## src/llc_pkg.sv

```systemverilog
`default_nettype none

package llc_pkg;

    // ====================
    // geometry
    // ====================
    localparam int SET_W = 4;
    localparam int SETS = 16;
    localparam int WAYS = 4;
    localparam int WAY_W = 2;
    localparam int TAG_W = 6;
    localparam int LINE_ADDR_W = SET_W + TAG_W;
    localparam int LINE_W = 32;

    typedef logic [SET_W-1:0] set_t;
    typedef logic [WAY_W-1:0] way_t;
    typedef logic [TAG_W-1:0] tag_t;
    typedef logic [LINE_W-1:0] line_t;

    typedef enum logic {
        INVALID = 1'b0,
        VALID   = 1'b1
    } llc_state_e;

    typedef enum logic [2:0] {
        SWEEP,
        DECODE,
        READ_SET,
        LOOKUP,
        PROCESS,
        UPDATE
    } llc_phase_e;

    // ====================
    // addresses and lines
    // ====================
    typedef struct packed {
        tag_t tag;
        set_t set;
    } line_fields_t;

    // same line address, seen flat by memory or split by the cache.
    typedef union packed {
        logic [LINE_ADDR_W-1:0] flat;
        line_fields_t           fields;
    } line_addr_u;

    typedef struct packed {
        llc_state_e state;
        logic       dirty;
        tag_t       tag;
    } way_meta_t;

    typedef way_meta_t [WAYS-1:0] set_meta_t;
    typedef line_t [WAYS-1:0] set_lines_t;

    // ====================
    // channels
    // ====================
    typedef struct packed {
        logic       write;
        line_addr_u addr;
        line_t      line;
    } llc_req_t;

    typedef struct packed {
        line_addr_u addr;
        line_t      line;
    } llc_rsp_t;

    typedef struct packed {
        logic       write;
        line_addr_u addr;
        line_t      line;
    } mem_req_t;

    typedef struct packed {
        logic       hit;
        way_t       way;
        logic       victim_dirty;
        line_addr_u victim_addr;
    } lookup_t;

endpackage

`default_nettype wire

```

## src/llc_set_counter.sv

```systemverilog
`timescale 1ns/1ps
`default_nettype none

module llc_set_counter (
    input  wire logic     clk,
    input  wire logic     rst,
    input  wire logic     sweep_en_i,
    output llc_pkg::set_t set_o,
    output logic          sweep_last_o
);

    always_ff @(posedge clk or negedge rst) begin
        if (!rst) begin
            set_o <= '0;
        end else if (sweep_en_i) begin
            set_o <= set_o + 1'b1; // wraps back to set 0 after the last one.
        end
    end

    assign sweep_last_o = sweep_en_i && (set_o == llc_pkg::set_t'(llc_pkg::SETS - 1));

endmodule

`default_nettype wire

```

## src/llc_localmem.sv

```systemverilog
`timescale 1ns/1ps
`default_nettype none

module llc_localmem (
    input  wire logic                clk,
    input  wire logic                rst,
    input  wire logic                sweep_en_i,
    input  wire llc_pkg::set_t       sweep_set_i,
    input  wire logic                rd_en_i,
    input  wire llc_pkg::set_t       rd_set_i,
    input  wire logic                wr_en_i,
    input  wire llc_pkg::set_t       wr_set_i,
    input  wire llc_pkg::set_meta_t  wr_meta_i,
    input  wire llc_pkg::set_lines_t wr_lines_i,
    input  wire llc_pkg::way_t       wr_evict_way_i,
    output llc_pkg::set_meta_t       rd_meta_o,
    output llc_pkg::set_lines_t      rd_lines_o,
    output llc_pkg::way_t            rd_evict_way_o
);

    llc_pkg::set_meta_t meta_mem [llc_pkg::SETS];
    llc_pkg::set_lines_t line_mem [llc_pkg::SETS];
    llc_pkg::way_t evict_mem [llc_pkg::SETS];

    // ====================
    // write port
    // ====================
    always_ff @(posedge clk) begin
        if (sweep_en_i) begin
            meta_mem[sweep_set_i] <= '0; // all ways INVALID and clean.
            evict_mem[sweep_set_i] <= '0;
        end else if (wr_en_i) begin
            meta_mem[wr_set_i] <= wr_meta_i;
            line_mem[wr_set_i] <= wr_lines_i;
            evict_mem[wr_set_i] <= wr_evict_way_i;
        end
    end

    // ====================
    // read port
    // ====================
    always_ff @(posedge clk or negedge rst) begin
        if (!rst) begin
            rd_meta_o <= '0;
            rd_evict_way_o <= '0;
        end else if (rd_en_i) begin
            rd_meta_o <= meta_mem[rd_set_i];
            rd_evict_way_o <= evict_mem[rd_set_i];
        end
    end

    always_ff @(posedge clk) begin
        if (rd_en_i) begin
            rd_lines_o <= line_mem[rd_set_i];
        end
    end

endmodule

`default_nettype wire

```

## src/llc_set_buffer.sv

```systemverilog
`timescale 1ns/1ps
`default_nettype none

module llc_set_buffer (
    input  wire logic                clk,
    input  wire logic                rst,
    input  wire llc_pkg::llc_req_t   req_i,
    input  wire logic                req_fire_i,
    input  wire logic                lookup_en_i,
    input  wire logic                update_en_i,
    input  wire llc_pkg::set_meta_t  rd_meta_i,
    input  wire llc_pkg::set_lines_t rd_lines_i,
    input  wire llc_pkg::way_t       rd_evict_way_i,
    input  wire llc_pkg::lookup_t    lookup_i,
    input  wire logic                fill_i,
    input  wire llc_pkg::line_t      fill_line_i,
    output llc_pkg::llc_req_t        req_o,
    output llc_pkg::set_meta_t       meta_o,
    output llc_pkg::set_lines_t      lines_o,
    output llc_pkg::way_t            evict_way_o
);

    llc_pkg::set_meta_t meta_q;
    llc_pkg::set_lines_t lines_q;
    llc_pkg::way_t evict_q;

    always_ff @(posedge clk or negedge rst) begin
        if (!rst) begin
            meta_q <= '0;
            evict_q <= '0;
        end else if (lookup_en_i) begin
            meta_q <= rd_meta_i;
            evict_q <= rd_evict_way_i;
        end
    end

    always_ff @(posedge clk) begin
        if (req_fire_i) begin
            req_o <= req_i;
        end
        if (lookup_en_i) begin
            lines_q <= rd_lines_i;
        end else if (fill_i) begin
            lines_q[lookup_i.way] <= fill_line_i; // line fetched on a read miss.
        end
    end

    // during UPDATE the request is applied to the selected way.
    always_comb begin
        meta_o = meta_q;
        lines_o = lines_q;
        evict_way_o = evict_q;
        if (update_en_i) begin
            if (req_o.write) begin
                lines_o[lookup_i.way] = req_o.line;
                meta_o[lookup_i.way].dirty = 1'b1;
            end
            if (!lookup_i.hit) begin
                meta_o[lookup_i.way].state = llc_pkg::VALID;
                meta_o[lookup_i.way].tag = req_o.addr.fields.tag;
                meta_o[lookup_i.way].dirty = req_o.write;
                evict_way_o = evict_q + 1'b1; // round robin, wraps at WAYS.
            end
        end
    end

endmodule

`default_nettype wire

```

## src/llc_lookup.sv

```systemverilog
`timescale 1ns/1ps
`default_nettype none

module llc_lookup (
    input  wire logic               clk,
    input  wire logic               rst,
    input  wire logic               lookup_en_i,
    input  wire llc_pkg::line_addr_u req_addr_i,
    input  wire llc_pkg::set_meta_t rd_meta_i,
    input  wire llc_pkg::way_t      rd_evict_way_i,
    output llc_pkg::lookup_t        lookup_o
);

    llc_pkg::lookup_t res;
    logic hit;
    llc_pkg::way_t hit_way, sel;

    always_comb begin
        hit = 1'b0;
        hit_way = '0;
        for (int w = 0; w < llc_pkg::WAYS; w++) begin
            if (rd_meta_i[w].state == llc_pkg::VALID &&
                rd_meta_i[w].tag == req_addr_i.fields.tag) begin
                hit = 1'b1;
                hit_way = llc_pkg::way_t'(w);
            end
        end
        sel = hit ? hit_way : rd_evict_way_i;
        res.hit = hit;
        res.way = sel;
        res.victim_dirty = !hit && rd_meta_i[sel].state == llc_pkg::VALID &&
                           rd_meta_i[sel].dirty;
        res.victim_addr.fields.tag = rd_meta_i[sel].tag; // victim lives in the same set.
        res.victim_addr.fields.set = req_addr_i.fields.set;
    end

    always_ff @(posedge clk or negedge rst) begin
        if (!rst) begin
            lookup_o <= '0;
        end else if (lookup_en_i) begin
            lookup_o <= res;
        end
    end

endmodule

`default_nettype wire

```

## src/llc_process.sv

```systemverilog
`timescale 1ns/1ps
`default_nettype none

module llc_process (
    input  wire logic              clk,
    input  wire logic              rst,
    input  wire logic              process_en_i,
    input  wire llc_pkg::llc_req_t req_i,
    input  wire llc_pkg::lookup_t  lookup_i,
    input  wire llc_pkg::line_t    victim_line_i,
    input  wire logic              mem_req_ready_i,
    output logic                   mem_req_valid_o,
    output llc_pkg::mem_req_t      mem_req_o,
    input  wire logic              mem_rsp_valid_i,
    input  wire llc_pkg::line_t    mem_rsp_line_i,
    output logic                   mem_rsp_ready_o,
    output logic                   fill_o,
    output llc_pkg::line_t         fill_line_o,
    output logic                   process_done_o
);

    typedef enum logic [1:0] {
        P_IDLE,
        P_WB,
        P_FETCH,
        P_FILL
    } step_e;

    step_e step_q, step_d;
    logic need_wb, need_fetch;

    assign need_wb = !lookup_i.hit && lookup_i.victim_dirty;
    assign need_fetch = !lookup_i.hit && !req_i.write; // full-line writes fetch nothing.

    always_ff @(posedge clk or negedge rst) begin
        if (!rst) begin
            step_q <= P_IDLE;
        end else begin
            step_q <= step_d;
        end
    end

    // ====================
    // step sequencing
    // ====================
    always_comb begin
        step_d = step_q;
        process_done_o = 1'b0;
        case (step_q)
            P_IDLE: begin
                if (process_en_i) begin
                    if (need_wb) begin
                        step_d = P_WB;
                    end else if (need_fetch) begin
                        step_d = P_FETCH;
                    end else begin
                        process_done_o = 1'b1; // hit or clean write miss.
                    end
                end
            end
            P_WB: begin
                if (mem_req_ready_i) begin
                    if (need_fetch) begin
                        step_d = P_FETCH;
                    end else begin
                        step_d = P_IDLE;
                        process_done_o = 1'b1;
                    end
                end
            end
            P_FETCH: begin
                if (mem_req_ready_i) begin
                    step_d = P_FILL;
                end
            end
            P_FILL: begin
                if (mem_rsp_valid_i) begin
                    step_d = P_IDLE;
                    process_done_o = 1'b1;
                end
            end
            default: step_d = P_IDLE;
        endcase
    end

    assign mem_req_valid_o = (step_q == P_WB) || (step_q == P_FETCH);

    always_comb begin
        if (step_q == P_WB) begin
            mem_req_o = '{write: 1'b1, addr: lookup_i.victim_addr, line: victim_line_i};
        end else begin
            mem_req_o = '{write: 1'b0, addr: req_i.addr, line: '0};
        end
    end

    assign mem_rsp_ready_o = (step_q == P_FILL);
    assign fill_o = mem_rsp_ready_o && mem_rsp_valid_i;
    assign fill_line_o = mem_rsp_line_i;

endmodule

`default_nettype wire

```

## src/llc_ctrl.sv

```systemverilog
`timescale 1ns/1ps
`default_nettype none

module llc_ctrl (
    input  wire logic clk,
    input  wire logic rst,
    input  wire logic req_valid_i,
    input  wire logic sweep_last_i,
    input  wire logic process_done_i,
    input  wire logic rsp_ready_i,
    output logic      sweep_en_o,
    output logic      decode_en_o,
    output logic      rd_set_en_o,
    output logic      lookup_en_o,
    output logic      process_en_o,
    output logic      update_en_o,
    output logic      req_ready_o,
    output logic      rsp_valid_o
);

    llc_pkg::llc_phase_e phase_q, phase_d;

    always_ff @(posedge clk or negedge rst) begin
        if (!rst) begin
            phase_q <= llc_pkg::SWEEP; // every set is invalidated first.
        end else begin
            phase_q <= phase_d;
        end
    end

    // ====================
    // next phase
    // ====================
    always_comb begin
        phase_d = phase_q;
        case (phase_q)
            llc_pkg::SWEEP: begin
                if (sweep_last_i) begin
                    phase_d = llc_pkg::DECODE;
                end
            end
            llc_pkg::DECODE: begin
                if (req_valid_i) begin
                    phase_d = llc_pkg::READ_SET;
                end
            end
            llc_pkg::READ_SET: phase_d = llc_pkg::LOOKUP;
            llc_pkg::LOOKUP:   phase_d = llc_pkg::PROCESS;
            llc_pkg::PROCESS: begin
                if (process_done_i) begin
                    phase_d = llc_pkg::UPDATE;
                end
            end
            llc_pkg::UPDATE: begin
                if (rsp_ready_i) begin
                    phase_d = llc_pkg::DECODE; // response taken.
                end
            end
            default: phase_d = llc_pkg::SWEEP;
        endcase
    end

    assign sweep_en_o = (phase_q == llc_pkg::SWEEP);
    assign decode_en_o = (phase_q == llc_pkg::DECODE);
    assign rd_set_en_o = (phase_q == llc_pkg::READ_SET);
    assign lookup_en_o = (phase_q == llc_pkg::LOOKUP);
    assign process_en_o = (phase_q == llc_pkg::PROCESS);
    assign update_en_o = (phase_q == llc_pkg::UPDATE);

    assign req_ready_o = decode_en_o;
    assign rsp_valid_o = update_en_o; // held for the whole UPDATE phase.

endmodule

`default_nettype wire

```

## src/llc_top.sv

```systemverilog
`timescale 1ns/1ps
`default_nettype none

module llc_top (
    input  wire logic              clk,
    input  wire logic              rst,
    input  wire logic              req_valid_i,
    input  wire llc_pkg::llc_req_t req_i,
    output logic                   req_ready_o,
    output logic                   rsp_valid_o,
    output llc_pkg::llc_rsp_t      rsp_o,
    input  wire logic              rsp_ready_i,
    output logic                   mem_req_valid_o,
    output llc_pkg::mem_req_t      mem_req_o,
    input  wire logic              mem_req_ready_i,
    input  wire logic              mem_rsp_valid_i,
    input  wire llc_pkg::line_t    mem_rsp_line_i,
    output logic                   mem_rsp_ready_o
);

    logic sweep_en, decode_en, rd_set_en, lookup_en, process_en, update_en;
    logic sweep_last, process_done, req_fire, fill;
    llc_pkg::set_t sweep_set;
    llc_pkg::llc_req_t held_req;
    llc_pkg::set_meta_t rd_meta, buf_meta;
    llc_pkg::set_lines_t rd_lines, buf_lines;
    llc_pkg::way_t rd_evict_way, buf_evict_way;
    llc_pkg::lookup_t lkp;
    llc_pkg::line_t fill_line, victim_line;

    assign req_fire = req_valid_i & decode_en; // same level as req_ready_o.
    assign victim_line = buf_lines[lkp.way];
    assign rsp_o = '{addr: held_req.addr, line: buf_lines[lkp.way]};

    llc_ctrl ctrl0 (
        .clk(clk), .rst(rst), .req_valid_i(req_valid_i), .sweep_last_i(sweep_last),
        .process_done_i(process_done), .rsp_ready_i(rsp_ready_i),
        .sweep_en_o(sweep_en), .decode_en_o(decode_en), .rd_set_en_o(rd_set_en),
        .lookup_en_o(lookup_en), .process_en_o(process_en), .update_en_o(update_en),
        .req_ready_o(req_ready_o), .rsp_valid_o(rsp_valid_o)
    );

    llc_set_counter counter0 (
        .clk(clk), .rst(rst), .sweep_en_i(sweep_en),
        .set_o(sweep_set), .sweep_last_o(sweep_last)
    );

    llc_localmem mem0 (
        .clk(clk), .rst(rst), .sweep_en_i(sweep_en), .sweep_set_i(sweep_set),
        .rd_en_i(rd_set_en), .rd_set_i(held_req.addr.fields.set),
        .wr_en_i(update_en), .wr_set_i(held_req.addr.fields.set),
        .wr_meta_i(buf_meta), .wr_lines_i(buf_lines), .wr_evict_way_i(buf_evict_way),
        .rd_meta_o(rd_meta), .rd_lines_o(rd_lines), .rd_evict_way_o(rd_evict_way)
    );

    llc_set_buffer buf0 (
        .clk(clk), .rst(rst), .req_i(req_i), .req_fire_i(req_fire),
        .lookup_en_i(lookup_en), .update_en_i(update_en),
        .rd_meta_i(rd_meta), .rd_lines_i(rd_lines), .rd_evict_way_i(rd_evict_way),
        .lookup_i(lkp), .fill_i(fill), .fill_line_i(fill_line),
        .req_o(held_req), .meta_o(buf_meta), .lines_o(buf_lines), .evict_way_o(buf_evict_way)
    );

    llc_lookup lookup0 (
        .clk(clk), .rst(rst), .lookup_en_i(lookup_en), .req_addr_i(held_req.addr),
        .rd_meta_i(rd_meta), .rd_evict_way_i(rd_evict_way), .lookup_o(lkp)
    );

    llc_process process0 (
        .clk(clk), .rst(rst), .process_en_i(process_en), .req_i(held_req),
        .lookup_i(lkp), .victim_line_i(victim_line),
        .mem_req_ready_i(mem_req_ready_i), .mem_req_valid_o(mem_req_valid_o),
        .mem_req_o(mem_req_o), .mem_rsp_valid_i(mem_rsp_valid_i),
        .mem_rsp_line_i(mem_rsp_line_i), .mem_rsp_ready_o(mem_rsp_ready_o),
        .fill_o(fill), .fill_line_o(fill_line), .process_done_o(process_done)
    );

endmodule

`default_nettype wire

```

## config.mk

```make
export PLATFORM = sky130hd
export DESIGN_NAME = llc_top
export DESIGN_NICKNAME = d
export VERILOG_FILES = /design/src/llc_pkg.sv /design/src/llc_set_counter.sv /design/src/llc_localmem.sv /design/src/llc_set_buffer.sv /design/src/llc_lookup.sv /design/src/llc_process.sv /design/src/llc_ctrl.sv /design/src/llc_top.sv
export SDC_FILE = /design/constraint.sdc
export NUM_CORES = 2
export LEC_CHECK = 0
export BUFFER_PORTS_ARGS = -buffer_cell sky130_fd_sc_hd__buf_2
export CORE_ASPECT_RATIO = 2
export CORE_MARGIN = 5
export CORE_UTILIZATION = 30
export DETAILED_ROUTE_END_ITERATION = 16
export PLACE_DENSITY = 0.52
export SLEW_MARGIN = 20
export SYNTH_ARGS = -nofsm -noshare
export SYNTH_HDL_FRONTEND = slang
export SYNTH_SLANG_ARGS = --single-unit
```

## constraint.sdc

```tcl
create_clock -name clk -period 28.7 [get_ports clk]
set_input_delay 4.305 -clock clk [delete_from_list [all_inputs] [get_ports clk]]
set_output_delay 4.305 -clock clk [all_outputs]
set_load 0.005 [all_outputs]
```

### Yosys cells after proc, flatten, opt, wreduce, memory -nomap -nowiden

Memories as Yosys holds them, arrays and structs flattened. A register that Yosys moved wholly into a read port is not among the register bits.
Cells that the tools add are included.

* bitwise logic cells: 1
* $add $sub $neg: 2
* mux-type cells: 67
* order comparisons: 3
* reductions and logical operators: 24
* eq/ne operators: 22

Operators with widths (count)
* $mux 128: 4
* $bwmux 128: 2
* $mux 32: 7
* $bwmux 32: 4
* $bmux 32 s2: 1
* $demux 32 s2: 1
* $demux 8 s2: 3
* $mux 43: 1
* $reduce_or 32->1: 1
* $mux 2: 13
* $eq 6x6->1: 4
* $pmux 3 s6: 1
* $mux 1: 17
* $bmux 8 s2: 1
* $mux 8: 2
* $mux 3: 4
* $ne 2x2->1 const B: 6
* $logic_and 1x1->1: 11
* $mux 4: 2
* $pmux 2 s4: 1
* $mux 7: 1
* $eq 3x2->1 const B: 2
* $eq 3x3->1 const B: 2
* $lt 2x3->1 const B: 2
* 20 further kinds: 26

* word-level logic and storage cells: 149
* flip-flop bits (word level): 228
* input port bits: 81
* memories: 3
* bits in writable memories: 2592

Memories
* mem0.line_mem: depth 16, bits a word 128, read ports 1, clocked after Yosys merged registers in 1, write ports 1, RTL line llc_localmem.sv:22 `llc_pkg::set_lines_t line_mem [llc_pkg::SETS];`
* mem0.meta_mem: depth 16, bits a word 32, read ports 1, clocked after Yosys merged registers in 1, write ports 1, RTL line llc_localmem.sv:21 `llc_pkg::set_meta_t meta_mem [llc_pkg::SETS];`
* mem0.evict_mem: depth 16, bits a word 2, read ports 1, clocked after Yosys merged registers in 1, write ports 1, RTL line llc_localmem.sv:23 `llc_pkg::way_t evict_mem [llc_pkg::SETS];`

### Longest topological paths before layout

* depth in word-level cells: 13
* gate-level depth with buffers: 11
* depth with buffers taken out: 9

### Cells and area by module

From an unflattened synthesis, not the netlist that was laid out.

* cell total of the unflattened synthesis: 5316
* area, all modules: 116162.7 um^2

Modules (own cells, without submodules)
* llc_localmem: sequential area each 82529.2 um^2, times used 1, cells an instance 4263, area an instance 103092.6 um^2
* llc_set_buffer: sequential area each 5985.7 um^2, times used 1, cells an instance 766, area an instance 9935.8 um^2
* llc_lookup: sequential area each 350.3 um^2, times used 1, cells an instance 102, area an instance 1097.3 um^2
* llc_process: sequential area each 50.0 um^2, times used 1, cells an instance 108, area an instance 834.6 um^2
* llc_top: sequential area each 0.0 um^2, times used 1, cells an instance 40, area an instance 820.8 um^2
* llc_ctrl: sequential area each 75.1 um^2, times used 1, cells an instance 24, area an instance 214.0 um^2
* llc_set_counter: sequential area each 100.1 um^2, times used 1, cells an instance 13, area an instance 167.7 um^2

### Worst setup path after synthesis

OpenSTA, ideal clock, no wires.

* path kind: register to register
* from: reg buf0.req_o[33] (netlist bit)
* to: mem mem0.line_mem[0][0] (netlist bit) (enable)
* library setup time: 0.772 ns
* buffers on the path: 4
* stages on the path, launching flop included: 7
* path slack: 17.709 ns
* period minus slack after synthesis: 10.991 ns
* data arrival time: 10.220 ns
* cells stage by stage: edfxtp_1 clkbuf_1 buf_2 buf_1 clkbuf_1 or3_1 nor3_1

RTL lines
* from (decl): RTL line llc_set_buffer.sv:17 `output llc_pkg::llc_req_t req_o,`
* from (signal assigned): RTL line llc_set_buffer.sv:39 `req_o <= req_i;`
* to (decl): RTL line llc_localmem.sv:22

No word-level cell before the write port.

==> reports/qor.yml <==
synthToLayoutAreaGrowth_pct: 14.5
critical_path.max_fanout: 33
cts.sinks: 2982
seq_power_share: 0.483
synth_top_area_frac: 0.750
grt_pass1_wl_mm: 473
finClkSkew_ns: 0.0985
yosys.cell_types.count: 57
ctsResizeCount: 0
rows: 322
ant_nets: 0
hpwlAfterDp_mm: 186
core_area_um2: 384000
ctsHoldBuffers: 0
root_buffer: "clkbuf_16"
synth_cells: 5203
ios: 170
fin_hold_ws_ns: 0.430
hold_viol: 0
yosysSeqAreaShare: 0.770
worstSetupStartpointType: "register"
relSlewSlack: 0.278
cap_violations: 0
cts_buffer_depth: 4
cts_tree: "done"
fin_area_um2: 133000
synth_nets: 5289
min_path_type: "reg -> reg"
io_buffer_count: 169
hold_end: "buf0.lines_q[66]"
critPathMostFrequentCell: "buf_4"
layout.nets: 5605
ff2ff_path_depth: 7
drcViolationCount: 0
reg2reg_from: "buf0.req_o[32]"
cts_inserted_buffers: 282
power.share.combinational: 0.179
nFillCells: 35658
drv_slew: 0
synth_top_area_cell: "edfxtp_1"
critPathTopFamily: "buffers and inverters"
cts.clk_slew.worst_paths_ns: 0.07
viasPerCell: 5.15
slowest_stage: "buf_4"
postCtsSetupBuffers: 0
synth_edf_count: 2891
worstMarginPinSlew_ns: 1.08
p_leak_nw: 41.9
fp.dieH_um: 888
worstPathCellList: "buf_4, nand2_1, nor2_4, buf_4, buf_4, mux2_2, mux4_2, and2_1, buf_2"
grt_use_total: 0.167
period_share: 0.342
drtPass1Iterations: 5
layout_common_cells: "edfxtp_1, mux4_2, nand2_1"
layout-drive-gt1-share: 0.318
die-area_um2: 399000
critical_path_buf_inv_count: 4
synthArstFlopShare: 0.0305
timing.rr.end: "mem0.rd_lines_o[14]"
powerDensity_nw_per_um2: 85.2
antenna_found_initial: 38
final_util: 0.345
fin_total_pwr_w: 0.0113
place.gp.congestion: 0.780
worst-setup-path-type: "reg -> out"
dpl_cell_area_um2: 123000
drt_iter0_drc: 4889
end_kind: "output port"
synth_top_flop_cell: "edfxtp_1"
hold_path.startpoint: "mem0.rd_lines_o[66]"
grt_max_degree: 149
status: "complete, no violations"
start_util: 0.301
p_int_w: 0.00813
finalSetupTns_ns: 0
cts_htree_levels: 5
irDropWorstVdd_v: 0.0000516
syn_area_um2: 116000
post_drt_wl_per_cell_um: 31.4
slowest_delay_ns: 0.77
yosysWarnings: 0
crit_cells: 9
grt_overflow: 0
syn_avg_cell_area_um2: 22.2
vias: 55390
arrival_ns: 5.50
die_w_um: 449
ys_seq_elements: 2982
switching_share: 0.280
clock.fmax_mhz: 102
holdPathStages: 2
grt_pass1_vias: 59278
setup_viol: 0
finalWirelength_mm: 338
clockPowerShare: 0.338
mostFrequentLayoutCell: "edfxtp_1"
rsz0062_at_grt: "no"
synth_area_leaders: "edfxtp_1, mux4_2, dfrtp_1"
regToRegSetupSlack_ns: 23.09
cp.required_ns: 24.40
p_switching_w: 0.00317
layout_min_cycle_time_ns: 9.81
clk_latency_ns: 0.90
==> cell usage after synthesis, types with 30 or more instances <==
library cell,n
dfrtp_1,91
clkbuf_1,170
nor2_1,57
buf_2,74
inv_1,33
edfxtp_1,2891
nor2b_1,30
mux4_2,820
mux2_2,162
mux2i_1,57
buf_1,32
nand2_1,421
nand3_1,130
==> sequential cells by signal, summed over array words and instances, names as in the netlist <==
register             count
counter0.set_o           4
lookup0.lookup_o        14
mem0.rd_evict_way_o      2
mem0.meta_mem          512
mem0.line_mem         2048
buf0.evict_q             2
ctrl0.phase_q            3
buf0.meta_q             32
mem0.rd_meta_o          32
process0.step_q          2
mem0.rd_lines_o        128
mem0.evict_mem          32
buf0.req_o              43
buf0.lines_q           128
==> power groups by stage <==
stage / clock (W) / sequential, W / combinational (W)
global placement: 0 / 0.00554 / 0.00203
CTS: 0.00391 / 0.00546 / 0.00207
finish: 0.00382 / 0.00546 / 0.00203
floorplan: 0 / 0.00547 / 0.00119
global route: 0.00407 / 0.00547 / 0.00215
detailed placement: 0 / 0.00555 / 0.00206
==> worst max path at each step <==
stage / start / endpoint / slack, ns
2_1_floorplan: buf0.req_o[33] / mem0.line_mem[0][0] / 17.71
3_5_place_dp: lookup0.lookup_o[11] / mem_req_o[10] / 19.59
3_3_place_gp: lookup0.lookup_o[11] / rsp_o[12] / 19.56
5_1_grt: lookup0.lookup_o[12] / mem_req_o[24] / 18.83
6_report: lookup0.lookup_o[12] / mem_req_o[24] / 18.89
4_1_cts: lookup0.lookup_o[11] / mem_req_o[10] / 18.61
==> area by class of cell <==
type	count	area, µm²	area share
antenna	8	20.0	0.000151
tap	5022	6280	0.0474
multi-input combinational	1885	25600	0.193
clock buffer	343	7470	0.0564
clock inverter	153	1730	0.0130
timing repair buffer	334	2240	0.0169
inverter	34	133	0.00100
sequential	2982	89100	0.672
==> through the flow <==
stage | setup WS, ns | instances
2_1_floorplan | 17.71 | 5203
3_3_place_gp | 19.56 | 10254
3_5_place_dp | 19.59 | 10256
4_1_cts | 18.61 | 10752
5_1_grt | 18.83 | 10755
6_report | 18.89 | 10761
==> metal layers <==
layer  global-route usage  routed length (µm)  vias up
met4               0.0442                9220       16
met1                0.201              127000    30799
met3               0.0235               18500      504
met2                0.311              183000     1895
met5                    0                 100        -
li1                     -                   -    22176
==> kinds of logic (layout without fill, tap and decap cells) <==
family / after synthesis / in the layout / synth area share
XOR/XNOR: 28 / 28 / 0.00212
buffers and inverters: 336 / 864 / 0.0128
other: 0 / 8 / 0
AO/OA/AOI/OAI: 87 / 87 / 0.00448
multiplexers: 1069 / 1069 / 0.184
AND/OR/NAND/NOR: 696 / 696 / 0.0264
adder cells (fa/ha/maj): 5 / 5 / 0.000540
flip-flops: 2982 / 2982 / 0.770
==> worst register-to-register path: cells and delay by family, from the launching register on <==
| kind | cells | cell delay, ns |
|---|---|---|
| flip-flops | 1 | 0.46 |
| multiplexers | 2 | 1.16 |
| buffers and inverters | 5 | 3.78 |
Note: power is estimated with default switching activity, not from simulation.
